$ cat src/design/cam_view_defines.svh
`ifndef CAM_VIEW_DEFINES_SVH
`define CAM_VIEW_DEFINES_SVH

// xga 1024x768 at 60 hz, one pixel per clk_65mhz cycle
`define H_ACTIVE 1024
`define H_FRONT 24
`define H_SYNC 136
`define H_BACK 160
`define H_TOTAL (`H_ACTIVE + `H_FRONT + `H_SYNC + `H_BACK)  // 1344 cycles per line

`define V_ACTIVE 768
`define V_FRONT 3
`define V_SYNC 6
`define V_BACK 29
`define V_TOTAL (`V_ACTIVE + `V_FRONT + `V_SYNC + `V_BACK)  // 806 lines per frame

// qvga camera image
`define IMG_W 320
`define IMG_H 240

// where the gray window sits on screen
`define WIN_X0 64
`define WIN_Y0 64

`define FB_DEPTH (`IMG_W * `IMG_H)  // one gray word per pixel

// camera clock and pin synchronizer
`define XCLK_DIV 4
`define SYNC_STAGES 2

`endif

$ cat src/design/video_pkg.sv
package video_pkg;

  // screen position, 1344 wide total
  typedef logic [10:0] hcount_t;

  // line number, 806 lines total
  typedef logic [9:0] vcount_t;

  // one vga color channel, 4 bit dac
  typedef logic [3:0] vga_chan_t;

endpackage

$ cat src/design/video_timing_if.sv
`timescale 1ns/1ns

interface video_timing_if;
  import video_pkg::*;

  hcount_t hcount;  // pixel in line
  vcount_t vcount;  // line in frame
  logic    hsync;   // active high here
  logic    vsync;   // active high here
  logic    blank;   // outside 1024x768

  modport source (
    output hcount, vcount, hsync, vsync, blank
  );

  modport sink (
    input hcount, vcount, hsync, vsync, blank
  );

endinterface

$ cat src/design/vga_timing.sv
`timescale 1ns/1ns
`include "cam_view_defines.svh"

module vga_timing (
  input  logic           clk_65mhz,
  input  logic           reset,
  video_timing_if.source vt
);
  import video_pkg::*;

  hcount_t h_next;
  vcount_t v_next;

  // next position, wraps at the totals
  always_comb begin
    h_next = vt.hcount + 1'b1;
    v_next = vt.vcount;
    if (vt.hcount == `H_TOTAL - 1) begin
      h_next = '0;
      v_next = (vt.vcount == `V_TOTAL - 1) ? '0 : vt.vcount + 1'b1;
    end
  end

  // decodes use the next count so all outputs line up
  always_ff @(posedge clk_65mhz) begin
    if (reset) begin
      vt.hcount <= '0;
      vt.vcount <= '0;
      vt.hsync <= 1'b0;
      vt.vsync <= 1'b0;
      vt.blank <= 1'b0;  // 0,0 is an active pixel
    end else begin
      vt.hcount <= h_next;
      vt.vcount <= v_next;
      // order per line is active, front porch, sync, back porch
      vt.hsync <= (h_next >= `H_ACTIVE + `H_FRONT)
               && (h_next < `H_ACTIVE + `H_FRONT + `H_SYNC);
      vt.vsync <= (v_next >= `V_ACTIVE + `V_FRONT)
               && (v_next < `V_ACTIVE + `V_FRONT + `V_SYNC);
      vt.blank <= (h_next >= `H_ACTIVE) || (v_next >= `V_ACTIVE);
    end
  end

endmodule

$ cat src/flat_wrapper.sv
// flat-port wrapper written by rule: the top's interface ports become plain ports
module vga_timing_flat import video_pkg::*;
  (clk_65mhz, reset, vt_hcount, vt_vcount, vt_hsync, vt_vsync, vt_blank);
  video_timing_if vt_i ();
  input  logic clk_65mhz;
  input  logic reset;
  output wire logic [$bits(vt_i.hcount)-1:0] vt_hcount;
  output wire logic [$bits(vt_i.vcount)-1:0] vt_vcount;
  output wire logic [$bits(vt_i.hsync)-1:0] vt_hsync;
  output wire logic [$bits(vt_i.vsync)-1:0] vt_vsync;
  output wire logic [$bits(vt_i.blank)-1:0] vt_blank;
  assign vt_hcount = vt_i.hcount;
  assign vt_vcount = vt_i.vcount;
  assign vt_hsync = vt_i.hsync;
  assign vt_vsync = vt_i.vsync;
  assign vt_blank = vt_i.blank;
  vga_timing u_core (.clk_65mhz(clk_65mhz), .reset(reset), .vt(vt_i));
endmodule
$ cat config.mk
export PLATFORM = sky130hd
export DESIGN_NAME = vga_timing_flat
export DESIGN_NICKNAME = d
export VERILOG_FILES = /design/src/design/video_pkg.sv /design/src/design/video_timing_if.sv /design/src/design/vga_timing.sv /design/src/flat_wrapper.sv
export VERILOG_INCLUDE_DIRS = /design/src /design/src/design
export SDC_FILE = /design/constraint.sdc
export NUM_CORES = 1
export LEC_CHECK = 0
export ABC_CLOCK_PERIOD_IN_PS = 2660
export BUFFER_PORTS_ARGS = -buffer_cell sky130_fd_sc_hd__buf_2
export CELL_PAD_IN_SITES_DETAIL_PLACEMENT = 0
export CELL_PAD_IN_SITES_GLOBAL_PLACEMENT = 1
export CORE_UTILIZATION = 42
export CTS_CLUSTER_SIZE = 10
export DETAILED_ROUTE_END_ITERATION = 6
export PLACE_DENSITY_LB_ADDON = 0.05
export SKIP_LAST_GASP = 1
export SLEW_MARGIN = 20
export SYNTH_ARGS = -nofsm -noshare
export SYNTH_HDL_FRONTEND = slang
export SYNTH_SLANG_ARGS = --single-unit
export TNS_END_PERCENT = 30
$ cat constraint.sdc
create_clock -name clk_65mhz -period 2.66 [get_ports clk_65mhz]
set_input_delay 0.399 -clock clk_65mhz [delete_from_list [all_inputs] [get_ports clk_65mhz]]
set_output_delay 0.399 -clock clk_65mhz [all_outputs]
set_load 0.02 [all_outputs]
; Word level (Yosys, flattened, before mapping)
; Cells that the tools add are included.
[totals]
mem_bits_ro = 0
memories = 0
ram_bits = 0
output_inout_bits = 24
ff_bits = 24
latchBits = 0
[op_classes]
n_lt_le_gt_ge = 6
n_reduce_logical = 3
shifts = 0
n_mux = 3
bitwise = 0
div = 0
mul = 0
n_eq_ne = 2
add_sub_neg = 2
[ops]
columns = cell, n
row1 = $ge A11 B11 Y1 const B, 2
row2 = $ge A10 B10 Y1 const B, 2
row3 = $mux W10, 2
row4 = $add A11 B1 Y11 const B, 1
row5 = $eq A11 B11 Y1 const B, 1
row6 = $lt A11 B11 Y1 const B, 1
row7 = $mux W11, 1
row8 = $add A10 B1 Y10 const B, 1
row9 = $eq A10 B10 Y1 const B, 1
row10 = $lt A10 B10 Y1 const B, 1
row11 = $logic_and A1 B1 Y1, 2
row12 = $logic_or A1 B1 Y1, 1

; Logic depth before layout (Yosys ltp)
[depth]
depth_word = 5
depth_mapped = 9
ltp_nobuf = 8

; Worst setup path after synthesis
; OpenSTA, ideal clock, no wires.
[synth_timing]
path_type = reg2reg
start = register u_core.vt.vcount[1]
end = register u_core.vt.vsync
slack_ps = 588
arrival_ps = 2014
stages_incl_launch_ff = 10
n_path_buf = 1
required_time_ps = 2602
setup_ps = 58
cell_sequence = dfxtp_1 -> inv_1 -> ha_1 -> and4b_1 -> and3_1 -> buf_4 -> a2111oi_0 -> a311oi_1 -> nor3_1 -> o211a_1
[synth_between]
elab_chain_cells = 5
word_cells_on_any_way = 7
[synth_lines]
columns = element, line_no
row1 = from (decl), video_timing_if.sv:13  ; output hcount, vcount, hsync, vsync, blank
row2 = from (signal assigned), vga_timing.sv:34  ; vt.vcount <= v_next;
row3 = $add A10 B1 Y10 or $eq A10 B10 Y1 (tied branches), vga_timing.sv:20  ; v_next = (vt.vcount == `V_TOTAL - 1) ? '0 : vt.vcount + 1'b1;
row4 = $mux W10, vga_timing.sv:20
row5 = $mux W10 *, vga_timing.sv:18  ; if (vt.hcount == `H_TOTAL - 1) begin
row6 = $ge A10 B10 Y1 (no line) or $lt A10 B10 Y1 (tied branches), n/a
row7 = $logic_and A1 B1 Y1 *, vga_timing.sv:38  ; vt.vsync <= (v_next >= `V_ACTIVE + `V_FRONT)
row8 = to (signal assigned), vga_timing.sv:38
row9 = to (decl), video_timing_if.sv:13
; Mark *: on every way between the ends. The rest lies on a longest branch, timed or not.
; A chain may end at the register's enable or synchronous reset.

; Worst setup path after layout
[layout_timing]
start = register u_core.vt.vcount[5]
end = register u_core.vt.vsync
; The elaborated chain is that of the path after synthesis.

==> results.yml <==
status:
  status: "completed"
die:
  die_w_um: 63.6
  initial_core_util_pct: 45.9
  dieArea_mm2: 0.00404
  die_y_um: 63.6
  pin_count: 26
  coreArea_mm2: 0.00347
  num_rows: 21
drt:
  wl_per_cell_um: 14.7
  vias: 1433
  drc: 0
  drt_iter0_markers: 73
  drtPass1Iterations: 4
  routed_wl_mm: 3.70
  via_per_inst: 5.71
  ant_nets: 0
worst_setup_path:
  rr_worst_depth: 6
  r2r_end: "u_core.vt.vsync"
  reg2reg_from: "u_core.vt.vcount[5]"
  startpoint: "u_core.vt.vcount[5]"
  crit_path_end: "u_core.vt.vsync"
  start_kind: "flip-flop"
  r2r_slack_ns: 0.44
  critPathKind: "flip-flop to flip-flop"
  critPathArrivalTime_ns: 2.38
  worstPathRequired_ns: 2.82
  critPathCaptureType: "flip-flop"
  crit_fanout: 11
yosys:
  synth_async_sr_flop_share_pct: 0
  syn_area_per_cell_um2: 8.56
  syn-instance-count: 186
  ys_types: 57
  ys_seq_area_share_pct: 30.2
  ys.flop_type: "dfxtp_1"
  ys_warn_count: 0
  syn_area_mm2: 0.00159
  syn_nets: 191
  ys_seq_elements: 24
  synth_edf_count: 0
sta:
  timing_hold_violations_final: 0
  min_period_ns: 2.22
  grt_setup_unrepaired: "false"
  fin_tns_setup_ns: 0
  setup_slack_ns: 0.437
  slew_headroom_pct: 68.0
  max_freq_mhz: 450
  timing.final.crit_share_pct: 83.6
  worstMarginPinSlew_ns: 0.480
  drv_slew: 0
  setup_viol: 0
  finClkSkew_ns: 0.00611
  timing.hold.ws_ns: 0.559
global_route:
  grt_pass1_wl_mm: 6.31
  grt_pass1_vias: 1323
  grtUsageTotal_pct: 19.5
  antenna_found_initial: 0
  grt_max_degree: 24
  overflow: 0
worst_hold_path:
  min_path_cells: 1
  hold_path_class: "flip-flop to flip-flop"
clock_tree:
  cts_buffers: 3
  htreeDepth: 1
  clockRootBuffer: "clkbuf_8"
  cts_tree: "yes"
  clk_pin_slew_ns: 0.09
  insertion_delay_ns: 0.26
  cts_resized: 0
  cts_hold_buf: 0
  cts_setup_buffers: 0
  clk_path_buf_depth: 2
  numClockSinks: 24
flow_run:
  cap_violations: 0
placement:
  place_ws_ns: 0.483
  hpwl_mm: 2.73
  dpl_cell_area_mm2: 0.00169
  gp_congestion: 0.840
  place_inst: 247
  io_buffers: 25
pwr:
  power_density_mw_per_mm2: 406
  power_leakage_nw: 0.673
  vdd_ir_drop_max_mv: 0.221
cells_and_area:
  n_antenna_cell: 0
  final_cell_area_mm2: 0.00176
  fill_cells: 356
  syn_to_final_growth_pct: 10.6
  drive_gt1_share_pct: 23.9
  finalNonFillerCells: 251
  nets: 211
==> per-stage QoR <==
stage               util (%)  power, W
global route            50.8  0.000752
finish                  50.8  0.000715
floorplan                  -  0.000397
detailed placement      48.7  0.000406
CTS                     50.8  0.000726
global placement        48.7  0.000405
==> state kept, by name, indices dropped and copies added, names as in the netlist <==
name,flops
u_core.vt.hcount,11
u_core.vt.vcount,10
u_core.vt.blank,1
u_core.vt.hsync,1
u_core.vt.vsync,1
==> critical path, cell delays in order, from the launching register on <==
cell and delay (ns):
dfxtp_1 0.51, nor4b_2 0.47, and3_1 0.42, a2111oi_0 0.12, a311oi_1 0.38, nor3_1 0.09, o211a_1 0.13
==> synthesized netlist by cell type, drive strengths merged (3+ instances only) <==
cell type	number	area [µm²]
dfxtp	24	480
nor2	20	85.1
a21oi	15	75.1
nand2	14	55.1
nor3	12	60.1
nand3	9	45.0
o21ai	8	40.0
buf	7	67.6
clkbuf	7	47.5
xnor2	7	61.3
inv	5	18.8
and3	4	27.5
a2111oi	3	45.1
and2	3	20.0
and4	3	26.3
ha	3	37.5
nand4	3	33.8
nor4	3	55.1
xor2	3	26.3
==> logic make-up (layout without fill, tap and decap cells) <==
family	Yosys count	in the layout	share of synthesized area, %
mux	3	3	1.97
simple gates	82	82	31.8
flops	24	24	30.2
fa+ha+maj	3	3	2.36
xor+xnor	10	10	5.50
compound gates	45	45	19.8
buf+inv	19	38	8.41
==> layout by cell type (no fill, tap or decap), drive strengths merged, types with 4 or more instances in the layout <==
| master | Yosys | layout |
|---|---|---|
| a21oi | 15 | 15 |
| and3 | 4 | 4 |
| buf | 7 | 29 |
| dfxtp | 24 | 24 |
| inv | 5 | 5 |
| nand2 | 14 | 14 |
| nand3 | 9 | 9 |
| nor2 | 20 | 20 |
| nor3 | 12 | 12 |
| o21ai | 8 | 8 |
| xnor2 | 7 | 7 |
==> how the worst min path moves through the flow <==
stage	to	slack (ns)	startpoint
floorplan	u_core.vt.hcount[1]	0.47	reset
global placement	u_core.vt.hcount[0]	0.54	u_core.vt.hcount[0]
detailed placement	u_core.vt.hcount[0]	0.55	u_core.vt.hcount[0]
CTS	u_core.vt.hcount[0]	0.56	u_core.vt.hcount[0]
global route	u_core.vt.vcount[7]	0.58	reset
finish	u_core.vt.hcount[0]	0.56	u_core.vt.hcount[0]
==> layout make-up <==
| class | count | area (µm²) | area share, % |
|---|---|---|---|
| inverter | 5 | 18.8 | 1.07 |
| timing repair buffer | 29 | 155 | 8.81 |
| multi-input combinational | 143 | 977 | 55.5 |
| tap | 46 | 57.6 | 3.27 |
| clock inverter | 1 | 30.0 | 1.71 |
| sequential | 24 | 480 | 27.3 |
| clock buffer | 3 | 41.3 | 2.35 |
==> report_power, final <==
group	total [W]	switching [W]	internal, W
Combinational	0.0000271	0.0000186	0.00000852
Sequential	0.000370	0.00000675	0.000363
Clock	0.000318	0.000117	0.000201
Total	0.000715	0.000143	0.000572
==> per-layer routing <==
layer	global-route usage, %	wire (µm)	vias to the layer above
li1	-	-	726
met1	25.9	1640	664
met2	32.3	1850	39
met3	2.36	166	4
met4	6.53	41	0
met5	0	0	-
No activity file was read; power rests on OpenSTA's default activity.
