**config.mk**
```make
export PLATFORM = sky130hd
export DESIGN_NAME = cam_capture_flat
export DESIGN_NICKNAME = d
export VERILOG_FILES = /design/src/design/camera_pkg.sv /design/src/design/cam_pixel_if.sv /design/src/design/cam_capture.sv /design/src/flat_wrapper.sv
export VERILOG_INCLUDE_DIRS = /design/src /design/src/design
export SDC_FILE = /design/constraint.sdc
export NUM_CORES = 1
export LEC_CHECK = 0
export ABC_AREA = 1
export BUFFER_PORTS_ARGS = -buffer_cell sky130_fd_sc_hd__buf_2
export CAP_MARGIN = 15
export CELL_PAD_IN_SITES_DETAIL_PLACEMENT = 0
export CELL_PAD_IN_SITES_GLOBAL_PLACEMENT = 1
export CORE_ASPECT_RATIO = 0.5
export CORE_MARGIN = 4
export CORE_UTILIZATION = 25
export CTS_CLUSTER_DIAMETER = 200
export DETAILED_ROUTE_END_ITERATION = 10
export PLACE_DENSITY_LB_ADDON = 0.15
export SYNTH_ARGS = -nofsm -noshare
export SYNTH_HDL_FRONTEND = slang
export SYNTH_SLANG_ARGS = --single-unit
export TNS_END_PERCENT = 5
```
**constraint.sdc**
```tcl
create_clock -name clk_65mhz -period 4.5 [get_ports clk_65mhz]
set_input_delay 0.9 -clock clk_65mhz [delete_from_list [all_inputs] [get_ports clk_65mhz]]
set_output_delay 0.9 -clock clk_65mhz [all_outputs]
set_load 0.1 [all_outputs]
```
**src/design/cam_view_defines.svh**
```systemverilog
`ifndef CAM_VIEW_DEFINES_SVH
`define CAM_VIEW_DEFINES_SVH

// xga 1024x768 at 60 hz, one pixel per clk_65mhz cycle
`define H_ACTIVE 1024
`define H_FRONT 24
`define H_SYNC 136
`define H_BACK 160
`define H_TOTAL (`H_ACTIVE + `H_FRONT + `H_SYNC + `H_BACK)  // 1344 cycles per line

`define V_ACTIVE 768
`define V_FRONT 3
`define V_SYNC 6
`define V_BACK 29
`define V_TOTAL (`V_ACTIVE + `V_FRONT + `V_SYNC + `V_BACK)  // 806 lines per frame

// qvga camera image
`define IMG_W 320
`define IMG_H 240

// where the gray window sits on screen
`define WIN_X0 64
`define WIN_Y0 64

`define FB_DEPTH (`IMG_W * `IMG_H)  // one gray word per pixel

// camera clock and pin synchronizer
`define XCLK_DIV 4
`define SYNC_STAGES 2

`endif

```
**src/design/camera_pkg.sv**
```systemverilog
package camera_pkg;

  // rgb565 as it comes off the camera
  // red [15:11], green [10:5], blue [4:0]
  typedef logic [15:0] pix565_t;

  typedef logic [7:0] luma_t;  // gray level

  typedef logic [16:0] fb_addr_t;  // covers 76800 words

  // byte pairing states of the capture fsm
  typedef enum logic [1:0] {
    wait_frame,  // no vsync seen yet
    high_byte,   // next pclk edge carries the high byte
    low_byte     // next pclk edge completes the pixel
  } cap_state_t;

endpackage

```
**src/design/cam_pixel_if.sv**
```systemverilog
`timescale 1ns/1ns

interface cam_pixel_if;
  import camera_pkg::*;

  pix565_t  pixel;        // valid with pixel_valid
  logic     pixel_valid;  // one cycle per pixel
  logic     frame_start;  // one cycle on camera vsync rise
  fb_addr_t addr;         // arrival order from 0

  modport source (
    output pixel, pixel_valid, frame_start, addr
  );

  // no back-pressure, every pulse is taken
  modport sink (
    input pixel, pixel_valid, frame_start, addr
  );

endinterface

```
**src/design/cam_capture.sv**
```systemverilog
`timescale 1ns/1ns
`include "cam_view_defines.svh"

module cam_capture (
  input  logic        clk_65mhz,
  input  logic        reset,
  input  logic [7:0]  cam_data,
  input  logic        cam_pclk,
  input  logic        cam_vsync,
  input  logic        cam_href,
  output logic        cam_xclk,
  cam_pixel_if.source pix
);
  import camera_pkg::*;

  logic [10:0] sync_q [`SYNC_STAGES];  // {pclk, vsync, href, data}
  logic [10:0] pins_s;                 // last sync stage
  logic        pclk_q, vsync_q;        // edge detect
  logic        pclk_rise, vsync_rise;
  cap_state_t  state;
  logic [7:0]  high_byte_q;            // first half of the pixel
  fb_addr_t    next_addr;
  logic [7:0]  xclk_cnt;

  assign pins_s = sync_q[`SYNC_STAGES-1];
  assign pclk_rise = pins_s[10] & ~pclk_q;
  assign vsync_rise = pins_s[9] & ~vsync_q;

  // camera pins are async to clk_65mhz
  always_ff @(posedge clk_65mhz) begin
    if (reset) begin
      for (int i = 0; i < `SYNC_STAGES; i++) begin
        sync_q[i] <= '0;
      end
      pclk_q <= 1'b0;
      vsync_q <= 1'b0;
    end else begin
      sync_q[0] <= {cam_pclk, cam_vsync, cam_href, cam_data};
      for (int i = 1; i < `SYNC_STAGES; i++) begin
        sync_q[i] <= sync_q[i-1];
      end
      pclk_q <= pins_s[10];
      vsync_q <= pins_s[9];
    end
  end

  // byte pairing fsm
  always_ff @(posedge clk_65mhz) begin
    if (reset) begin
      state <= wait_frame;
      next_addr <= '0;
      pix.pixel_valid <= 1'b0;
      pix.frame_start <= 1'b0;
    end else begin
      pix.pixel_valid <= 1'b0;  // strobes default low
      pix.frame_start <= 1'b0;
      if (vsync_rise) begin
        state <= high_byte;  // new frame restarts pairing
        next_addr <= '0;
        pix.frame_start <= 1'b1;
      end else if (pclk_rise && state != wait_frame) begin
        if (!pins_s[8]) begin
          state <= high_byte;  // href low, between lines
        end else if (state == high_byte) begin
          state <= low_byte;
        end else begin
          state <= high_byte;
          // extra pixels past the buffer are dropped
          if (next_addr < `FB_DEPTH) begin
            pix.pixel_valid <= 1'b1;
            next_addr <= next_addr + 1'b1;
          end
        end
      end
    end
  end

  always_ff @(posedge clk_65mhz) begin
    if (pclk_rise && state == high_byte) begin
      high_byte_q <= pins_s[7:0];
    end
    if (pclk_rise && state == low_byte) begin
      pix.pixel <= {high_byte_q, pins_s[7:0]};  // high byte first
      pix.addr <= next_addr;
    end
  end

  // camera master clock, div by `XCLK_DIV
  always_ff @(posedge clk_65mhz) begin
    if (reset) begin
      xclk_cnt <= '0;
      cam_xclk <= 1'b0;
    end else if (xclk_cnt == `XCLK_DIV/2 - 1) begin
      xclk_cnt <= '0;
      cam_xclk <= ~cam_xclk;
    end else begin
      xclk_cnt <= xclk_cnt + 1'b1;
    end
  end

endmodule

```
**src/flat_wrapper.sv**
```systemverilog
// flat-port wrapper written by rule: the top's interface ports become plain ports
module cam_capture_flat import camera_pkg::*;
  (clk_65mhz, reset, cam_data, cam_pclk, cam_vsync, cam_href, cam_xclk, pix_pixel, pix_pixel_valid, pix_frame_start, pix_addr);
  cam_pixel_if pix_i ();
  input  logic clk_65mhz;
  input  logic reset;
  input  logic [7:0] cam_data;
  input  logic cam_pclk;
  input  logic cam_vsync;
  input  logic cam_href;
  output logic cam_xclk;
  output wire logic [$bits(pix_i.pixel)-1:0] pix_pixel;
  output wire logic [$bits(pix_i.pixel_valid)-1:0] pix_pixel_valid;
  output wire logic [$bits(pix_i.frame_start)-1:0] pix_frame_start;
  output wire logic [$bits(pix_i.addr)-1:0] pix_addr;
  assign pix_pixel = pix_i.pixel;
  assign pix_pixel_valid = pix_i.pixel_valid;
  assign pix_frame_start = pix_i.frame_start;
  assign pix_addr = pix_i.addr;
  cam_capture u_core (.clk_65mhz(clk_65mhz), .reset(reset), .cam_data(cam_data), .cam_pclk(cam_pclk), .cam_vsync(cam_vsync), .cam_href(cam_href), .cam_xclk(cam_xclk), .pix(pix_i));
endmodule
```
Word-level counts from Yosys, hierarchy flattened
Memories as Yosys holds them, arrays and structs flattened.
Cells that the tools add are included.
- register bits: 73
- bits in latches: 0
- RAM bits: 22
- bits in read-only memories: 0
- word-level logic and storage cells: 49
- memories: 1
- add/sub/neg operators: 2
- $mul: 0
- div/mod/pow operators: 0
- magnitude comparators: 1
- eq/ne operators: 3
- shifts and indexed selects: 0
- mux-type cells: 11
- bitwise operators: 10
- reductions and logical operators: 9
- memories (name ; words ; width ; rd ports ; clocked after memory_dff ; wr ports ; line ; source):
    u_core.sync_q ; 2 ; 11 ; 2 ; 0 ; 2 ; cam_capture.sv:16 ; logic [10:0] sync_q [`SYNC_STAGES];
- operators by type and width (operator ; count):
    11-bit two-way mux ; 2
    17-bit by 1-bit adder with 17-bit output, second input constant ; 1
    17-bit less-than comparator, second input constant ; 1
    8-bit by 1-bit adder with 8-bit output, second input constant ; 1
    8-bit by 1-bit == test with 1-bit output, second input constant ; 1
    1-bit two-way mux ; 7
    1-bit inverter ; 6
    5-bit OR reduction ; 1
    2-bit two-way mux ; 2
    4-bit AND reduction ; 1
    2-bit nonzero test ; 2
    2-bit OR reduction ; 2
    1-bit logical AND ; 3
    1-bit AND ; 2
    2-bit by 1-bit == test with 1-bit output, second input constant ; 1
    2-bit == test, second input constant ; 1
    1-bit bitwise OR ; 2

Depth between registers and ports, before layout
- depth in word-level cells: 5
- gate-level depth with buffers: 9

Worst setup path before layout
Ideal clock, no wire load.
- path kind: flip-flop to flip-flop
- from: memory u_core.sync_q[1][10] (netlist: u_core.sync_q[0][21])
- to: register u_core.pix.addr[0], enable pin
- setup time: 464 ps
- arrival time: 2770 ps
- data required time: 4036 ps
- slack: 1266 ps
- stages on the path, launching flop included: 5
- path buffers: 0
- path through: dfxtp_1 inv_2 nor2_4 inv_1 nor3_1
- RTL lines (element ; line ; source):
    start: declaration ; cam_capture.sv:16 ;
    end signal: assignment ; cam_capture.sv:84 ; pix.addr <= next_addr;
    end: declaration ; cam_pixel_if.sv:12 ; output pixel, pixel_valid, frame_start, addr

Worst setup path in the final report
- from: register u_core.pix.pixel[4]
- to: output port pix_pixel[4]
- RTL lines (element ; line ; source):
    start: declaration ; cam_pixel_if.sv:12 ;
    start signal: assignment ; cam_capture.sv:83 ; pix.pixel <= {high_byte_q, pins_s[7:0]};
    end: declaration ; flat_wrapper.sv:12 ; output wire logic [$bits(pix_i.pixel)-1:0] pix_pixel;
No word-level cell between the ends.

==> reports/qor.txt <==
CLOCK NETWORK
----------------------------------------------------------------------------------------------------
Maximum buffer depth of the clock tree ................................................            2
# hold bufs at CTS ....................................................................            0
Post-CTS Resized ......................................................................            0
Cts bufs inserted .....................................................................            9
CTS tree ..............................................................................         done
Number of H-tree levels ...............................................................            3
CTS Sinks .............................................................................           95
Clock-pin slew reported for the worst setup and hold paths after clock tree synthesis .        60 ps
Clock latency reported for the late side of the worst-skew pair .......................       340 ps
CTS Root Buffer Type .................................................................. sky130_fd_sc_hd__clkbuf_16
Post-CTS setup buffer count ...........................................................            0

PLACE
----------------------------------------------------------------------------------------------------
Setup Slack @ Placement ...............................................................      2100 ps
Dpl hpwl ..............................................................................      4.49 mm
Routability congestion estimate .......................................................        0.700
Count of port buffers added during placement ..........................................           48

FINISH
----------------------------------------------------------------------------------------------------
Share of final-layout standard cells stronger than drive strength 1 ...................        19.6%
Final cell utilization of the core ....................................................        31.1%
Final #Nets ...........................................................................          414
Antenna diodes ........................................................................            0
Relative area change from synthesis to final layout ...................................        21.6%

SETUP PATH
----------------------------------------------------------------------------------------------------
Critical Path Start Type ..............................................................     register
Worst-path fanout max .................................................................            1
Kind of cell adding the most delay to the critical path ............................... buffers and inverters
Critical path required time ...........................................................      3600 ps
Crit path largest cell delay ..........................................................       430 ps
Count of buffer and inverter cells on the critical path ...............................            1
Critical path's slowest cell .......................................................... sky130_fd_sc_hd__buf_2
Critical Setup Path Class ............................................................. register to primary output
Data arrival, critical path ...........................................................      1110 ps
CP Capture Type ....................................................................... primary output
Cell breakdown of the critical path ...................................................        buf_2

GRT
----------------------------------------------------------------------------------------------------
Met3 usage in global routing ..........................................................        3.91%
Initial antenna violation count .......................................................            0
Total congestion overflow .............................................................            0
GR Util met1 ..........................................................................        10.7%
Gr usage total ........................................................................        8.63%
Met2 track utilization from global routing ............................................        13.4%
Number of global-route vias before repair .............................................         2133
Busiest layer in global routing .......................................................         met2
Largest net degree at the start of global routing .....................................           34
Wire length of the first global-routing pass ..........................................      10.9 mm

STA
----------------------------------------------------------------------------------------------------
Part of the cycle the worst path needs ................................................        44.7%
Final Critical Period .................................................................      2010 ps
Largest clock skew in the final design ................................................      5.08 ps
Setup repair after global routing missed its margin ...................................           no
Setup slack after layout ..............................................................      2490 ps
Worst rel slew slack ..................................................................        46.1%
Final count of pins violating max slew ................................................            0
Fin. Hold Viols .......................................................................            0
Highest Clock Rate ....................................................................      497 MHz
Total negative setup slack ............................................................         0 ps
Worst slew pin tran ...................................................................       806 ps
Final Setup Violations ................................................................            0

RUN STATUS
----------------------------------------------------------------------------------------------------
Run status ............................................................................ finished, final reports clean

SYNTH
----------------------------------------------------------------------------------------------------
Count of unique library cells instantiated by Yosys ...................................           26
Summed instance area of the synthesized netlist .......................................  0.00347 mm²
Synthesis Warnings ....................................................................            0
Portion of the post-synthesis area used by sequential elements ........................        66.6%
#FFs+latches synth ....................................................................           95
Mean instance size in the synthesized netlist .........................................     10.1 µm²
Syn nets ..............................................................................          360
Gate Count Post-Synth .................................................................          344

ROUTE
----------------------------------------------------------------------------------------------------
Number of vias in the routed layout ...................................................         2239
Count of antenna-violating nets left after detailed routing ...........................            0
DRC marker count from the first detailed-route iteration ..............................           76
Vias/cell .............................................................................         3.76
Post-detailed-route wirelength per cell ...............................................      11.0 µm
Routed wire length ....................................................................      6.56 mm
DRT Pass-1 Iters ......................................................................            4
Number of remaining DRC errors ........................................................            0

POWER AND IR DROP
----------------------------------------------------------------------------------------------------
Power per standard cell area ..........................................................   413 mW/mm²
Static leakage power ..................................................................      1.60 nW
Worst-case vdd ir drop ................................................................       146 µV
Power, Total ..........................................................................      1.74 mW

DIE
----------------------------------------------------------------------------------------------------
Effective utilization at floorplan ....................................................        25.6%
Full die area .........................................................................   0.0159 mm²
Cell row count ........................................................................           30
Count of boundary I/O pins ............................................................           49
Chip height ...........................................................................      91.3 µm
Floorplan die width ...................................................................       175 µm
Placeable Area ........................................................................   0.0136 mm²

FLOW RUN
----------------------------------------------------------------------------------------------------
Max-cap viol count ....................................................................            0

HOLD PATH
----------------------------------------------------------------------------------------------------
Worst min path class .................................................................. register to register

-- layout make-up --
type	count	area, µm²
clock buffers	9	225
fillers	1450	9330
multi-input cells	197	938
flip-flops and latches	95	2310
inverters	46	178
well taps	192	240
clock inverters	7	77.6
repair buffers	49	248
-- cell usage after synthesis --
library cell	number	share of area, %
sky130_fd_sc_hd__nand3_4	1	0.50
sky130_fd_sc_hd__xnor2_1	4	1.0
sky130_fd_sc_hd__clkinv_1	1	0.11
sky130_fd_sc_hd__inv_2	1	0.11
sky130_fd_sc_hd__nor3_1	2	0.29
sky130_fd_sc_hd__nand3_1	13	1.9
sky130_fd_sc_hd__ha_1	3	1.1
sky130_fd_sc_hd__edfxtp_1	41	35
sky130_fd_sc_hd__inv_6	1	0.25
sky130_fd_sc_hd__a21oi_1	21	3.0
sky130_fd_sc_hd__nor2_1	62	6.7
sky130_fd_sc_hd__dfxtp_1	54	31
sky130_fd_sc_hd__buf_1	2	0.22
sky130_fd_sc_hd__nand2_2	7	1.3
sky130_fd_sc_hd__xor2_1	4	1.0
sky130_fd_sc_hd__nand2_1	63	6.8
sky130_fd_sc_hd__nand4_1	7	1.3
sky130_fd_sc_hd__inv_1	43	4.7
sky130_fd_sc_hd__buf_12	1	0.58
sky130_fd_sc_hd__nor3b_1	1	0.22
sky130_fd_sc_hd__clkbuf_1	2	0.22
sky130_fd_sc_hd__o21ai_0	5	0.72
sky130_fd_sc_hd__buf_6	1	0.32
sky130_fd_sc_hd__a21oi_2	1	0.25
sky130_fd_sc_hd__o21a_1	1	0.22
sky130_fd_sc_hd__nor2_4	2	0.65
-- layer usage --
metal | share of wire (%) | vias up
met1 | 49 | 994
li1 | - | 1209
met4 | 1.4 | 0
met5 | 0 | -
met2 | 45 | 25
met3 | 4.6 | 11
-- worst paths after layout --
kind / slack (ps) / cells after the start / to / from
worst max-delay path: 2490 / 1 / pix_pixel[4] / u_core.pix.pixel[4]
worst min-delay path: 400 / 2 / u_core.sync_q[0][17] / u_core.sync_q[0][6]
worst max register to register: 2800 / 7 / u_core.state[0] / u_core.state[0]
worst min register to register: 400 / 2 / u_core.sync_q[0][17] / u_core.sync_q[0][6]
-- worst reg2reg max path, stage by stage (launching register included) --
cell and delay, ps:
sky130_fd_sc_hd__dfxtp_1 370, sky130_fd_sc_hd__inv_1 60, sky130_fd_sc_hd__nor2_1 90, sky130_fd_sc_hd__inv_1 90
sky130_fd_sc_hd__nor2_1 630, sky130_fd_sc_hd__nand2_1 170, sky130_fd_sc_hd__nand2_1 110, sky130_fd_sc_hd__a21oi_1 60
-- through the flow --
stage	hold slack, ps	instance area, µm²	instances
2_1_floorplan	388	3470	344
3_3_place_gp	394	3920	579
3_5_place_dp	395	3920	579
4_1_cts	405	4220	595
5_1_grt	422	4220	595
6_report	401	4220	595
-- cell families (layout without fill, tap and decap cells) --
group	after synthesis	in the layout	share of synthesized area, %
flops	95	95	66.6
xor+xnor	8	8	2.02
simple gates	158	158	19.6
fa+ha+maj	3	3	1.08
buf+inv	52	111	6.45
compound gates	28	28	4.22
-- state kept, by name (all words and copies together) (netlist names), 2 cells and up --
signal              flops
u_core.next_addr       17
u_core.high_byte_q      8
u_core.xclk_cnt         8
u_core.sync_q          22
u_core.pix.pixel       16
u_core.state            2
u_core.pix.addr        17
-- power by group --
group / internal [mW] / switching, mW
clock network: 0.436 / 0.331
logic: 0.0160 / 0.0395
registers: 0.909 / 0.00840
total: 1.36 / 0.379
-- cells in the final DEF, fill, tap and decap left out, types with 2 or more instances in the layout --
| master | n |
|---|---|
| sky130_fd_sc_hd__nand2_2 | 7 |
| sky130_fd_sc_hd__a21oi_1 | 21 |
| sky130_fd_sc_hd__buf_2 | 48 |
| sky130_fd_sc_hd__nand2_1 | 63 |
| sky130_fd_sc_hd__dfxtp_1 | 54 |
| sky130_fd_sc_hd__xor2_1 | 4 |
| sky130_fd_sc_hd__edfxtp_1 | 41 |
| sky130_fd_sc_hd__nand4_1 | 7 |
| sky130_fd_sc_hd__ha_1 | 3 |
| sky130_fd_sc_hd__o21ai_0 | 5 |
| sky130_fd_sc_hd__nand3_1 | 13 |
| sky130_fd_sc_hd__xnor2_1 | 4 |
| sky130_fd_sc_hd__clkbuf_16 | 9 |
| sky130_fd_sc_hd__inv_1 | 43 |
| sky130_fd_sc_hd__inv_6 | 4 |
| sky130_fd_sc_hd__nor2_1 | 62 |
| sky130_fd_sc_hd__nor2_4 | 2 |
Note: power is estimated with default switching activity, not from simulation.
