**src/design/cam_view_defines.svh**
```systemverilog
`ifndef CAM_VIEW_DEFINES_SVH
`define CAM_VIEW_DEFINES_SVH

// xga 1024x768 at 60 hz, one pixel per clk_65mhz cycle
`define H_ACTIVE 1024
`define H_FRONT 24
`define H_SYNC 136
`define H_BACK 160
`define H_TOTAL (`H_ACTIVE + `H_FRONT + `H_SYNC + `H_BACK)  // 1344 cycles per line

`define V_ACTIVE 768
`define V_FRONT 3
`define V_SYNC 6
`define V_BACK 29
`define V_TOTAL (`V_ACTIVE + `V_FRONT + `V_SYNC + `V_BACK)  // 806 lines per frame

// qvga camera image
`define IMG_W 320
`define IMG_H 240

// where the gray window sits on screen
`define WIN_X0 64
`define WIN_Y0 64

`define FB_DEPTH (`IMG_W * `IMG_H)  // one gray word per pixel

// camera clock and pin synchronizer
`define XCLK_DIV 4
`define SYNC_STAGES 2

`endif

```
**src/design/camera_pkg.sv**
```systemverilog
package camera_pkg;

  // rgb565 as it comes off the camera
  // red [15:11], green [10:5], blue [4:0]
  typedef logic [15:0] pix565_t;

  typedef logic [7:0] luma_t;  // gray level

  typedef logic [16:0] fb_addr_t;  // covers 76800 words

  // byte pairing states of the capture fsm
  typedef enum logic [1:0] {
    wait_frame,  // no vsync seen yet
    high_byte,   // next pclk edge carries the high byte
    low_byte     // next pclk edge completes the pixel
  } cap_state_t;

endpackage

```
**src/design/video_pkg.sv**
```systemverilog
package video_pkg;

  // screen position, 1344 wide total
  typedef logic [10:0] hcount_t;

  // line number, 806 lines total
  typedef logic [9:0] vcount_t;

  // one vga color channel, 4 bit dac
  typedef logic [3:0] vga_chan_t;

endpackage

```
**src/design/video_timing_if.sv**
```systemverilog
`timescale 1ns/1ns

interface video_timing_if;
  import video_pkg::*;

  hcount_t hcount;  // pixel in line
  vcount_t vcount;  // line in frame
  logic    hsync;   // active high here
  logic    vsync;   // active high here
  logic    blank;   // outside 1024x768

  modport source (
    output hcount, vcount, hsync, vsync, blank
  );

  modport sink (
    input hcount, vcount, hsync, vsync, blank
  );

endinterface

```
**src/design/display_window.sv**
```systemverilog
`timescale 1ns/1ns
`include "cam_view_defines.svh"

module display_window (
  input  logic                 clk_65mhz,
  input  logic                 reset,
  input  camera_pkg::luma_t    rd_data,
  output camera_pkg::fb_addr_t rd_addr,
  output video_pkg::vga_chan_t vga_r,
  output video_pkg::vga_chan_t vga_g,
  output video_pkg::vga_chan_t vga_b,
  output logic                 vga_hs,
  output logic                 vga_vs,
  video_timing_if.sink         vt
);

  logic       in_win;     // counters inside the gray window
  logic       first_pix;  // top left of the window
  logic [1:0] win_p;      // to the color stage
  logic [1:0] blank_p;
  logic [2:0] hs_p;       // full 3 cycle delay
  logic [2:0] vs_p;

  assign in_win = (vt.hcount >= `WIN_X0) && (vt.hcount < `WIN_X0 + `IMG_W)
               && (vt.vcount >= `WIN_Y0) && (vt.vcount < `WIN_Y0 + `IMG_H);
  assign first_pix = (vt.hcount == `WIN_X0) && (vt.vcount == `WIN_Y0);

  // row major walk, holds between rows
  always_ff @(posedge clk_65mhz) begin
    if (reset) begin
      rd_addr <= '0;
    end else if (first_pix) begin
      rd_addr <= '0;
    end else if (in_win) begin
      rd_addr <= rd_addr + 1'b1;
    end
  end

  // stage 1 address, stage 2 ram data, stage 3 pins
  always_ff @(posedge clk_65mhz) begin
    if (reset) begin
      win_p <= '0;
      blank_p <= '0;
      hs_p <= '0;
      vs_p <= '0;
    end else begin
      win_p <= {win_p[0], in_win};
      blank_p <= {blank_p[0], vt.blank};
      hs_p <= {hs_p[1:0], vt.hsync};
      vs_p <= {vs_p[1:0], vt.vsync};
    end
  end

  // same gray on all three channels
  always_ff @(posedge clk_65mhz) begin
    if (reset) begin
      vga_r <= '0;
      vga_g <= '0;
      vga_b <= '0;
    end else if (win_p[1] && !blank_p[1]) begin
      vga_r <= rd_data[7:4];
      vga_g <= rd_data[7:4];
      vga_b <= rd_data[7:4];
    end else begin
      vga_r <= '0;  // black around the window
      vga_g <= '0;
      vga_b <= '0;
    end
  end

  assign vga_hs = ~hs_p[2];  // active low at the pins
  assign vga_vs = ~vs_p[2];

endmodule

```
**src/flat_wrapper.sv**
```systemverilog
// flat-port wrapper written by rule: the top's interface ports become plain ports
module display_window_flat 
  (clk_65mhz, reset, rd_data, rd_addr, vga_r, vga_g, vga_b, vga_hs, vga_vs, vt_hcount, vt_vcount, vt_hsync, vt_vsync, vt_blank);
  video_timing_if vt_i ();
  input  logic clk_65mhz;
  input  logic reset;
  input  camera_pkg::luma_t rd_data;
  output camera_pkg::fb_addr_t rd_addr;
  output video_pkg::vga_chan_t vga_r;
  output video_pkg::vga_chan_t vga_g;
  output video_pkg::vga_chan_t vga_b;
  output logic vga_hs;
  output logic vga_vs;
  input wire logic [$bits(vt_i.hcount)-1:0] vt_hcount;
  input wire logic [$bits(vt_i.vcount)-1:0] vt_vcount;
  input wire logic [$bits(vt_i.hsync)-1:0] vt_hsync;
  input wire logic [$bits(vt_i.vsync)-1:0] vt_vsync;
  input wire logic [$bits(vt_i.blank)-1:0] vt_blank;
  assign vt_i.hcount = vt_hcount;
  assign vt_i.vcount = vt_vcount;
  assign vt_i.hsync = vt_hsync;
  assign vt_i.vsync = vt_vsync;
  assign vt_i.blank = vt_blank;
  display_window u_core (.clk_65mhz(clk_65mhz), .reset(reset), .rd_data(rd_data), .rd_addr(rd_addr), .vga_r(vga_r), .vga_g(vga_g), .vga_b(vga_b), .vga_hs(vga_hs), .vga_vs(vga_vs), .vt(vt_i));
endmodule
```
**config.mk**
```make
export PLATFORM = sky130hd
export DESIGN_NAME = display_window_flat
export DESIGN_NICKNAME = d
export VERILOG_FILES = /design/src/design/camera_pkg.sv /design/src/design/video_pkg.sv /design/src/design/video_timing_if.sv /design/src/design/display_window.sv /design/src/flat_wrapper.sv
export VERILOG_INCLUDE_DIRS = /design/src /design/src/design
export SDC_FILE = /design/constraint.sdc
export NUM_CORES = 1
export LEC_CHECK = 0
export BUFFER_PORTS_ARGS = -buffer_cell sky130_fd_sc_hd__clkbuf_2
export CAP_MARGIN = 20
export CORE_AREA = 2 2 71 53
export DETAILED_ROUTE_END_ITERATION = 16
export DIE_AREA = 0 0 73 55
export PLACE_DENSITY = 0.74
export SKIP_CTS_REPAIR_TIMING = 1
export SYNTH_ARGS = -nofsm -noshare
export SYNTH_HDL_FRONTEND = slang
export SYNTH_SLANG_ARGS = --single-unit
```
**constraint.sdc**
```tcl
create_clock -name clk_65mhz -period 1.9 [get_ports clk_65mhz]
set_input_delay 0.19 -clock clk_65mhz [delete_from_list [all_inputs] [get_ports clk_65mhz]]
set_output_delay 0.19 -clock clk_65mhz [all_outputs]
set_load 0.02 [all_outputs]
```
# Word level (Yosys, flattened, before mapping)
# Cells that the tools add are included.
[totals] register_bits=31 word_cells=24 inputBits=34 out_inout_bits=31
[classes] order_cmp=4 n_eq_ne=2 n_bitwise=3 add_sub_neg=1 reduce_logical=8
[op_table] cell="$add 17x1->17 const B" count=1
[op_table] cell="$eq 11x7->1 const B" count=1
[op_table] cell="$ge 11x7->1 const B" count=1
[op_table] cell="$lt 11x9->1 const B" count=1
[op_table] cell="$eq 10x7->1 const B" count=1
[op_table] cell="$ge 10x7->1 const B" count=1
[op_table] cell="$lt 10x9->1 const B" count=1
[op_table] cell="$logic_and 1x1->1" count=5
[op_table] cell="$reduce_or 2->1" count=2
[op_table] cell="$not 1->1" count=3
[op_table] cell="$logic_not 1->1" count=1

# Logic depth before layout (Yosys ltp)
# Gate-level depths: netlist of run 1.
[depth] ltp_word=4 mapped_depth=6 depth_no_buf=4

# Least setup slack after synthesis of run 1
# OpenSTA, ideal clock, no wires.
[synth_path] path_type="flip-flop to flip-flop" start="register u_core.rd_addr[2]" end="register u_core.rd_addr[11]" setup_slack_ns=0.168 path_stages_with_launch=6 n_path_buf=1 synth_period_minus_slack_ns=1.732 setup_ns=0.070 t_required_ns=1.830 t_arrival_ns=1.661 cell_sequence="dfxtp_1 > and4_1 > clkbuf_1 > nand4_1 > or4_1 > a21oi_1"
[synth_between] elab_chain_len=1
[synth_rtl] element="from (decl)" line_no="display_window.sv:8" source="output camera_pkg::fb_addr_t rd_addr,"
[synth_rtl] element="from (signal assigned)" line_no="display_window.sv:35" source="rd_addr <= rd_addr + 1'b1;"
[synth_rtl] element="$add 17x1->17" line_no="display_window.sv:35"
# Every way passes these cells.
# A chain may end at the register's enable or synchronous reset.

# Final worst setup path of run 1
[layout_path] start="register u_core.rd_addr[3]" end="register u_core.rd_addr[16]"
# Same word-level chain as after synthesis.

==> results of run 1 <==
-- worst register-to-register path, cell delays in order, from the launching register on --
cell	delay, ps
dfxtp_1	410
and4_1	460
nand4_1	140
nor4b_1	400
mux2i_1	220
-- layer usage --
metal  vias up  share of wire  wire (microns)
li1        708              -               -
met1       633           0.48            1580
met2        33           0.46            1520
met3         2          0.050             166
met4         0         0.0082              27
met5         -              0               0
-- Yosys cell counts, drive strengths merged --
cell type | count | share of area
nor3 | 2 | 0.0069
nand2 | 6 | 0.015
dfxtp | 31 | 0.43
o21bai | 1 | 0.0052
nor3b | 1 | 0.0052
mux2 | 1 | 0.010
and4 | 2 | 0.012
o21ba | 3 | 0.021
and3 | 3 | 0.013
mux2i | 2 | 0.014
nor4 | 5 | 0.021
o31ai | 10 | 0.052
nor4b | 3 | 0.018
inv | 3 | 0.0077
nor2b | 10 | 0.043
nand3 | 8 | 0.028
buf | 10 | 0.052
nor2 | 4 | 0.010
nand4b | 1 | 0.0060
and2 | 6 | 0.026
clkbuf | 8 | 0.021
o21ai | 4 | 0.014
or4 | 10 | 0.052
nand4 | 7 | 0.030
or3 | 2 | 0.0086
o31a | 3 | 0.018
a21oi | 13 | 0.045
o41ai | 1 | 0.0060
a211o | 1 | 0.0060
ha | 1 | 0.0086
-- state kept, by name, summed over array words and instances, names as in the netlist --
register / count
u_core.vs_p: 3
u_core.rd_addr: 17
u_core.vga_r: 4
u_core.hs_p: 3
u_core.win_p: 2
u_core.blank_p: 2
-- metrics by stage --
step / util / setup WS (ps) / instances / hold slack, ps / power, W
3_5_place_dp: 0.518 / 141 / 249 / 395 / 0.000767
5_1_grt: 0.543 / 61.0 / 257 / 111 / 0.00129
6_report: 0.543 / 199 / 257 / 112 / 0.00125
2_1_floorplan: - / 168 / 162 / 312 / 0.000725
3_3_place_gp: 0.518 / 173 / 249 / 393 / 0.000764
4_1_cts: 0.543 / 193 / 257 / 105 / 0.00126
-- logic make-up after synthesis --
kind of cell,after synthesis,share of synthesized area
adder cells (fa/ha/maj),1,0.00860
AO/OA/AOI/OAI,36,0.166
flip-flops,31,0.426
AND/OR/NAND/NOR,70,0.295
multiplexers,3,0.0241
buffers and inverters,21,0.0800
-- power by group --
| part | internal (W) | switching [W] | leakage [nW] |
|---|---|---|---|
| sequential | 0.000658 | 0.00000245 | 0.251 |
| combinational | 0.0000413 | 0.0000505 | 0.449 |
| clock | 0.000250 | 0.000247 | 0.0477 |
| total | 0.000950 | 0.000300 | 0.748 |
-- path summary, 6_finish.rpt --
check	startpoint	to	slack (ps)	cells past startpoint
max reg2reg	u_core.rd_addr[3]$_SDFFE_PP0P_	u_core.rd_addr[16]$_SDFFE_PP0P_	200	4
min	rd_data[5]	u_core.vga_r[1]$_SDFF_PP0_	110	2
min reg2reg	u_core.hs_p[1]$_SDFF_PP0_	u_core.hs_p[2]$_SDFF_PP0_	440	1
max	u_core.rd_addr[3]$_SDFFE_PP0P_	u_core.rd_addr[16]$_SDFFE_PP0P_	200	4
-- area by class of cell --
| class | instances | area, sq um |
|---|---|---|
| Inverter | 3 | 11.3 |
| Clock buffer | 5 | 68.8 |
| Clock inverter | 3 | 15.0 |
| Sequential cell | 31 | 621 |
| Tap cell | 40 | 50.0 |
| Multi-Input combinational cell | 110 | 718 |
| Fill cell | 314 | 1530 |
| Timing Repair Buffer | 65 | 338 |
==> results.py, run 1 <==
metrics = {
    "run_status": {
        "status": "finished clean",
    },
    "synthesis": {
        "syn_inst": 162,
        "synth.ff_latch_count": 31,
        "yosysSeqAreaShare": 0.426,
        "syn_area_per_cell_sq_um": 8.98,
        "mappedNetlistArea_sq_um": 1460,
        "synth_nets": 197,
        "yosysUniqueCellTypes": 32,
        "synth_warnings": 0,
    },
    "setup_path": {
        "crit_buf_inv": 0,
        "worstPathMaxFanout": 11,
        "critPathKind": "register to register",
        "arrival_ps": 1910,
        "crit_chain": "and4_1, nand4_1, nor4b_1, mux2i_1",
        "max_stage_delay_ps": 460,
        "setup.worst_path.end_class": "register",
        "cp-start-kind": "register",
        "critPathRequiredTime_ps": 2110,
        "worst_path_max_delay_cell": "and4_1",
        "cp_top_family": "simple AND/OR/NAND/NOR gates",
    },
    "timing": {
        "finalSetupViolCount": 0,
        "min_period_ps": 1700,
        "worst_pin_slew_ps": 437,
        "fin_setup_tns_ps": 0,
        "fmax_mhz": 588,
        "final.period_utilization": 0.895,
        "slew_violations": 0,
        "rsz0062_at_grt": "no",
        "relSlewSlack": 0.705,
        "hold_violations": 0,
        "skew_ps": 2.85,
    },
    "detailed_routing": {
        "drc": 0,
        "drt_first_pass_iters": 5,
        "via_count": 1376,
        "viasPerCell": 5.35,
        "drt-wirelength-per-cell_microns": 12.8,
        "dr.first_iter.drc_count": 78,
        "wl_mm": 3.29,
        "antenna_left": 0,
    },
    "global_routing": {
        "global_route.usage.met2": 0.251,
        "grt_pass1_vias": 1115,
        "overflow": 0,
        "antenna_found_initial": 0,
        "met3_usage": 0.0543,
        "gr-max-usage-layer": "met2",
        "grt_util_met1": 0.221,
        "grt_start_max_net_pins": 33,
        "grt_pass1_wl_mm": 5.03,
        "grt_usage": 0.167,
    },
    "job": {
        "cap_violations": 0,
    },
    "cts": {
        "clock-root-buffer": "clkbuf_8",
        "insertion_delay_ps": 280,
        "cts_tree": "yes",
        "clk_pin_slew_worst_paths_ps": 70,
        "clockBufferDepth": 2,
        "cts.sinks": 31,
        "cts_buffers": 5,
        "cts_max_level": 2,
    },
    "layout": {
        "layout_common_cells": "60 x clkbuf_2, 31 x dfxtp_1, 13 x a21oi_1",
        "final_common_cell": "clkbuf_2",
        "insertedDiodeCount": 0,
        "layout-drive-gt1-share": 0.355,
        "areaGrowthSynthToFinish_pct": 25.2,
        "fin_nets": 251,
        "design_area_sq_um": 1820,
    },
    "min_path": {
        "hp-class": "input port to register",
    },
    "die": {
        "coreArea_sq_um": 3360,
        "die_area_sq_um": 4020,
        "start_util": 0.434,
        "die_h_microns": 55,
        "num_rows": 18,
        "die_w_microns": 73,
        "io_pins": 65,
    },
    "power": {
        "vdd_drop_max_mv": 0.416,
        "power.density_nw_per_um2": 686,
        "leakage_nw": 0.748,
    },
    "place": {
        "dpl_cell_area_sq_um": 1740,
        "numPortBuffers": 60,
        "gp_congestion": 0.779,
        "dp_hpwl_mm": 2.38,
    },
}
Note: power is estimated with default switching activity, not from simulation.
==> run 2: changes to the inputs <==
- REMOVE_ABC_BUFFERS: not set -> 1
==> results.py, run 2 (synthesis results as in run 1) <==
metrics = {
    "run_status": {
        "status": "finished clean",
    },
    "cts": {
        "cts.sinks": 31,
        "clock-root-buffer": "clkbuf_8",
        "cts_tree": "yes",
        "cts_max_level": 2,
        "clockBufferDepth": 2,
        "clk_pin_slew_worst_paths_ps": 70,
        "insertion_delay_ps": 280,
        "cts_buffers": 5,
    },
    "setup_path": {
        "critPathRequiredTime_ps": 2120,
        "critPathKind": "register to register",
        "max_stage_delay_ps": 430,
        "worst_path_max_delay_cell": "and4_1",
        "rr_startpoint": "u_core.rd_addr[5]$_SDFFE_PP0P_",
        "worstPathMaxFanout": 11,
        "setup.worst_path.end_class": "register",
        "r2r_end": "u_core.rd_addr[16]$_SDFFE_PP0P_",
        "cp-start-kind": "register",
        "rrSetupSlack_ps": 250,
        "r2r_cells": 4,
        "arrival_ps": 1870,
        "crit_chain": "and4_1, nand4_1, nor4b_1, mux2i_1",
    },
    "timing": {
        "min_period_ps": 1650,
        "rsz0062_at_grt": "no",
        "fmax_mhz": 605,
        "worst_pin_slew_ps": 502,
        "finalSetupViolCount": 0,
        "final.period_utilization": 0.870,
        "relSlewSlack": 0.664,
        "skew_ps": 4.37,
        "slew_violations": 0,
        "hold_violations": 0,
        "fin_setup_tns_ps": 0,
    },
    "detailed_routing": {
        "wl_mm": 3.25,
        "drc": 0,
        "dr.first_iter.drc_count": 111,
        "viasPerCell": 5.51,
        "drt_first_pass_iters": 4,
        "drt-wirelength-per-cell_microns": 12.6,
        "via_count": 1421,
        "antenna_left": 0,
    },
    "global_routing": {
        "grt_start_max_net_pins": 33,
        "grt_pass1_vias": 1202,
        "antenna_found_initial": 0,
        "grt_usage": 0.175,
        "overflow": 0,
        "grt_pass1_wl_mm": 5.21,
    },
    "layout": {
        "design_area_sq_um": 1840,
        "layout_common_cells": "60 x clkbuf_2, 31 x dfxtp_1, 13 x a21oi_1",
        "final_common_cell": "clkbuf_2",
        "fin_nets": 252,
        "insertedDiodeCount": 0,
        "reg_top3": "u_core.rd_addr: 17 flops, u_core.vga_r: 4 flops",
        "layout-drive-gt1-share": 0.358,
        "areaGrowthSynthToFinish_pct": 26.6,
        "regMostFlops": "u_core.rd_addr",
        "largest_reg_flops": 17,
    },
    "min_path": {
        "min_to": "u_core.vga_r[2]$_SDFF_PP0_",
        "min_path_cells": 2,
        "hp-start": "rd_data[6]",
        "hp-class": "input port to register",
    },
    "die": {
        "num_rows": 18,
        "coreArea_sq_um": 3360,
        "io_pins": 65,
        "die_w_microns": 73,
        "die_h_microns": 55,
        "die_area_sq_um": 4020,
        "start_util": 0.434,
    },
    "power": {
        "vdd_drop_max_mv": 0.298,
        "power.density_nw_per_um2": 682,
        "leakage_nw": 0.758,
    },
    "place": {
        "numPortBuffers": 60,
        "dpl_cell_area_sq_um": 1760,
        "gp_congestion": 0.762,
        "dp_hpwl_mm": 2.34,
    },
    "job": {
        "cap_violations": 0,
    },
}
==> run 2: changes by cell type in the layout (fill, tap and decap cells not counted) <==
cell / before / now
buf_12: 0 / 1
==> run 2: cell type report <==
cell class                      count  area, sq um
Tap cell                           40         50.0
Clock buffer                        5         68.8
Clock inverter                      3         15.0
Sequential cell                    31          621
Multi-Input combinational cell    110          718
Fill cell                         295         1510
Timing Repair Buffer               66          358
Inverter                            3         11.3
==> run 2: metrics by stage <==
stage	total power (W)	cells	hold slack (ps)	utilization	setup WS, ps
6_report	0.00126	258	106	0.549	247
5_1_grt	0.00131	258	100	0.549	93.6
4_1_cts	0.00126	258	99.7	0.549	228
3_5_place_dp	0.000770	250	395	0.524	123
3_3_place_gp	0.000768	250	390	0.524	157
2_1_floorplan	0.000715	144	262	-	136
==> run 2: how the worst max path moves through the flow <==
stage | slack [ps] | depth (start not counted) | endpoint | from
2_1_floorplan | 140 | 4 | u_core.rd_addr[10]$_SDFFE_PP0P_ | u_core.rd_addr[6]$_SDFFE_PP0P_
3_3_place_gp | 160 | 5 | u_core.rd_addr[7]$_SDFFE_PP0P_ | vt_vcount[5]
3_5_place_dp | 120 | 5 | u_core.rd_addr[16]$_SDFFE_PP0P_ | vt_vcount[5]
4_1_cts | 230 | 4 | u_core.rd_addr[16]$_SDFFE_PP0P_ | u_core.rd_addr[5]$_SDFFE_PP0P_
5_1_grt | 90 | 4 | u_core.rd_addr[16]$_SDFFE_PP0P_ | u_core.rd_addr[5]$_SDFFE_PP0P_
6_report | 250 | 4 | u_core.rd_addr[16]$_SDFFE_PP0P_ | u_core.rd_addr[5]$_SDFFE_PP0P_
==> run 2: power by group <==
part	switching [W]	total [W]	internal, W	leakage [nW]
Sequential	0.00000249	0.000661	0.000658	0.251
Combinational	0.0000512	0.0000951	0.0000439	0.459
Clock	0.000250	0.000500	0.000250	0.0477
Total	0.000303	0.00126	0.000952	0.758
==> run 2: worst max-delay path, delay by kind of cell, from the launching register on <==
family           cells  cell delay [ps]
flip-flops           1              380
multiplexers         1              220
AND/OR/NAND/NOR      3              980
==> run 2: metal layers <==
layer | part of all wire | vias to the layer above | GRT usage
met1 | 0.48 | 664 | 0.226
met4 | 0.020 | 0 | 0.120
met5 | 0 | - | 0
met2 | 0.45 | 40 | 0.260
met3 | 0.046 | 7 | 0.0417
li1 | - | 710 | -
==> run 3: changes to the inputs <==
- CORE_AREA: 2 2 71 53 -> 2 2 74 55
- DIE_AREA: 0 0 73 55 -> 0 0 76 57
- PLACE_DENSITY: 0.74 -> 0.72
- clock period: 1.9 -> 1.4 ns (I/O delays scaled with it)
==> results.py, run 3 (synthesis results as in run 1) <==
metrics = {
    "run_status": {
        "status": "finished with violations",
        "failed_checks": "negative setup slack",
    },
    "power": {
        "leakage_nw": 1.06,
        "vdd_drop_max_mv": 0.530,
        "p_comb_frac": 0.098,
        "pwr-share-clk": 0.455,
        "power.density_nw_per_um2": 827,
        "power.switching_w": 0.000435,
        "p_seq_frac": 0.447,
        "p_total_w": 0.00200,
        "power_switching_share": 0.218,
        "p_int_w": 0.00156,
    },
    "layout": {
        "reg_top3": "u_core.rd_addr: 17 flops, u_core.vga_r: 4 flops",
        "layout-drive-gt1-share": 0.567,
        "insertedDiodeCount": 0,
        "regMostFlops": "u_core.rd_addr",
        "areaGrowthSynthToFinish_pct": 66.2,
        "largest_reg_flops": 17,
        "layout_common_cells": "60 x clkbuf_2, 50 x buf_4, 23 x dfxtp_1, 10 x a21oi_1, 10 x nor2b_1",
        "utilization": 0.656,
        "nFillCells": 296,
        "final_common_cell": "clkbuf_2",
        "fin_cells": 322,
        "fin_nets": 304,
    },
    "global_routing": {
        "overflow": 0,
        "grt_usage": 0.174,
        "grt_pass1_wl_mm": 6.05,
        "met3_usage": 0.0506,
        "grt_start_max_net_pins": 27,
        "global_route.usage.met2": 0.310,
        "antenna_found_initial": 0,
        "grt_util_met1": 0.208,
        "grt_pass1_vias": 1410,
        "gr-max-usage-layer": "met2",
    },
    "timing": {
        "worst_pin_slew_ps": 335,
        "skew_ps": 6.53,
        "finalSetupViolCount": 10,
        "slew_violations": 0,
        "final.period_utilization": 1.11,
        "fmax_mhz": 643,
        "rsz0062_at_grt": "yes",
        "min_period_ps": 1560,
        "relSlewSlack": 0.776,
        "fin_setup_tns_ps": -948,
        "setup_slack_ps": -156,
        "hold_violations": 0,
    },
    "detailed_routing": {
        "viasPerCell": 5.19,
        "via_count": 1670,
        "dr.first_iter.drc_count": 70,
        "drt-wirelength-per-cell_microns": 14.3,
        "antenna_left": 0,
        "drc": 0,
        "wl_mm": 4.60,
        "drt_first_pass_iters": 4,
    },
    "cts": {
        "clock-root-buffer": "clkbuf_8",
        "cts_tree": "yes",
        "cts.sinks": 31,
        "cts_max_level": 2,
        "insertion_delay_ps": 280,
        "clk_pin_slew_worst_paths_ps": 70,
        "cts_buffers": 5,
        "clockBufferDepth": 2,
    },
    "die": {
        "io_pins": 65,
        "die_area_sq_um": 4330,
        "start_util": 0.395,
        "die_h_microns": 57,
        "die_w_microns": 76,
        "coreArea_sq_um": 3680,
        "num_rows": 19,
    },
    "setup_path": {
        "arrival_ps": 1780,
        "cp-start-kind": "register",
        "worstPathMaxFanout": 7,
        "critPathKind": "register to register",
        "rrSetupSlack_ps": -160,
        "critPathRequiredTime_ps": 1620,
        "setup.worst_path.end_class": "register",
    },
    "place": {
        "gp_congestion": 0.809,
        "dp.cells": 306,
        "numPortBuffers": 60,
        "pre_cts_ws_ps": -292,
        "dp_hpwl_mm": 2.95,
    },
    "min_path": {
        "hp-class": "input port to register",
    },
    "job": {
        "cap_violations": 0,
    },
}
## run 3: worst paths after layout
path | to | cells after the start | start
max | u_core.rd_addr[10]$_SDFFE_PP0P_ | 5 | u_core.rd_addr[8]$_SDFFE_PP0P_
min | u_core.vga_r[2]$_SDFF_PP0_ | 2 | rd_data[6]
max reg2reg | u_core.rd_addr[10]$_SDFFE_PP0P_ | 5 | u_core.rd_addr[8]$_SDFFE_PP0P_
min reg2reg | u_core.hs_p[2]$_SDFF_PP0_ | 1 | u_core.hs_p[1]$_SDFF_PP0_
## run 3: per-layer routing
metal / wire [microns] / part of all wire
met1: 2010 / 0.44
met2: 2290 / 0.50
met3: 264 / 0.057
met4: 35 / 0.0076
met5: 0 / 0
## run 3: final cells by class
cell class,count,area (sq um),share of cell area
Clock buffer,6,82.6,0.0341
Clock inverter,2,35.0,0.0145
Inverter,3,11.3,0.00466
Multi-Input combinational cell,112,843,0.349
Sequential cell,31,636,0.263
Tap cell,52,65.1,0.0269
Timing Repair Buffer,116,746,0.308
## run 3: power by group through the flow
| stage | clock network [W] | logic, W | registers [W] |
|---|---|---|---|
| floorplan | 0 | 0.0000528 | 0.000918 |
| global placement | 0 | 0.000165 | 0.000916 |
| detailed placement | 0 | 0.000169 | 0.000916 |
| CTS | 0.000913 | 0.000170 | 0.000897 |
| global route | 0.000945 | 0.000211 | 0.000895 |
| finish | 0.000910 | 0.000196 | 0.000894 |
## run 3: stage by stage
step	hold WS (ps)	instance area, sq um
2_1_floorplan	212	1350
3_3_place_gp	344	2100
3_5_place_dp	342	2100
4_1_cts	47.9	2220
5_1_grt	49.8	2420
6_report	50.4	2420
## run 3: critical path: stages (launching register included)
cell     delay [ps]
dfxtp_2         330
and3_1          160
nand4_1         200
buf_6           200
or4_4           480
a21oi_2         130
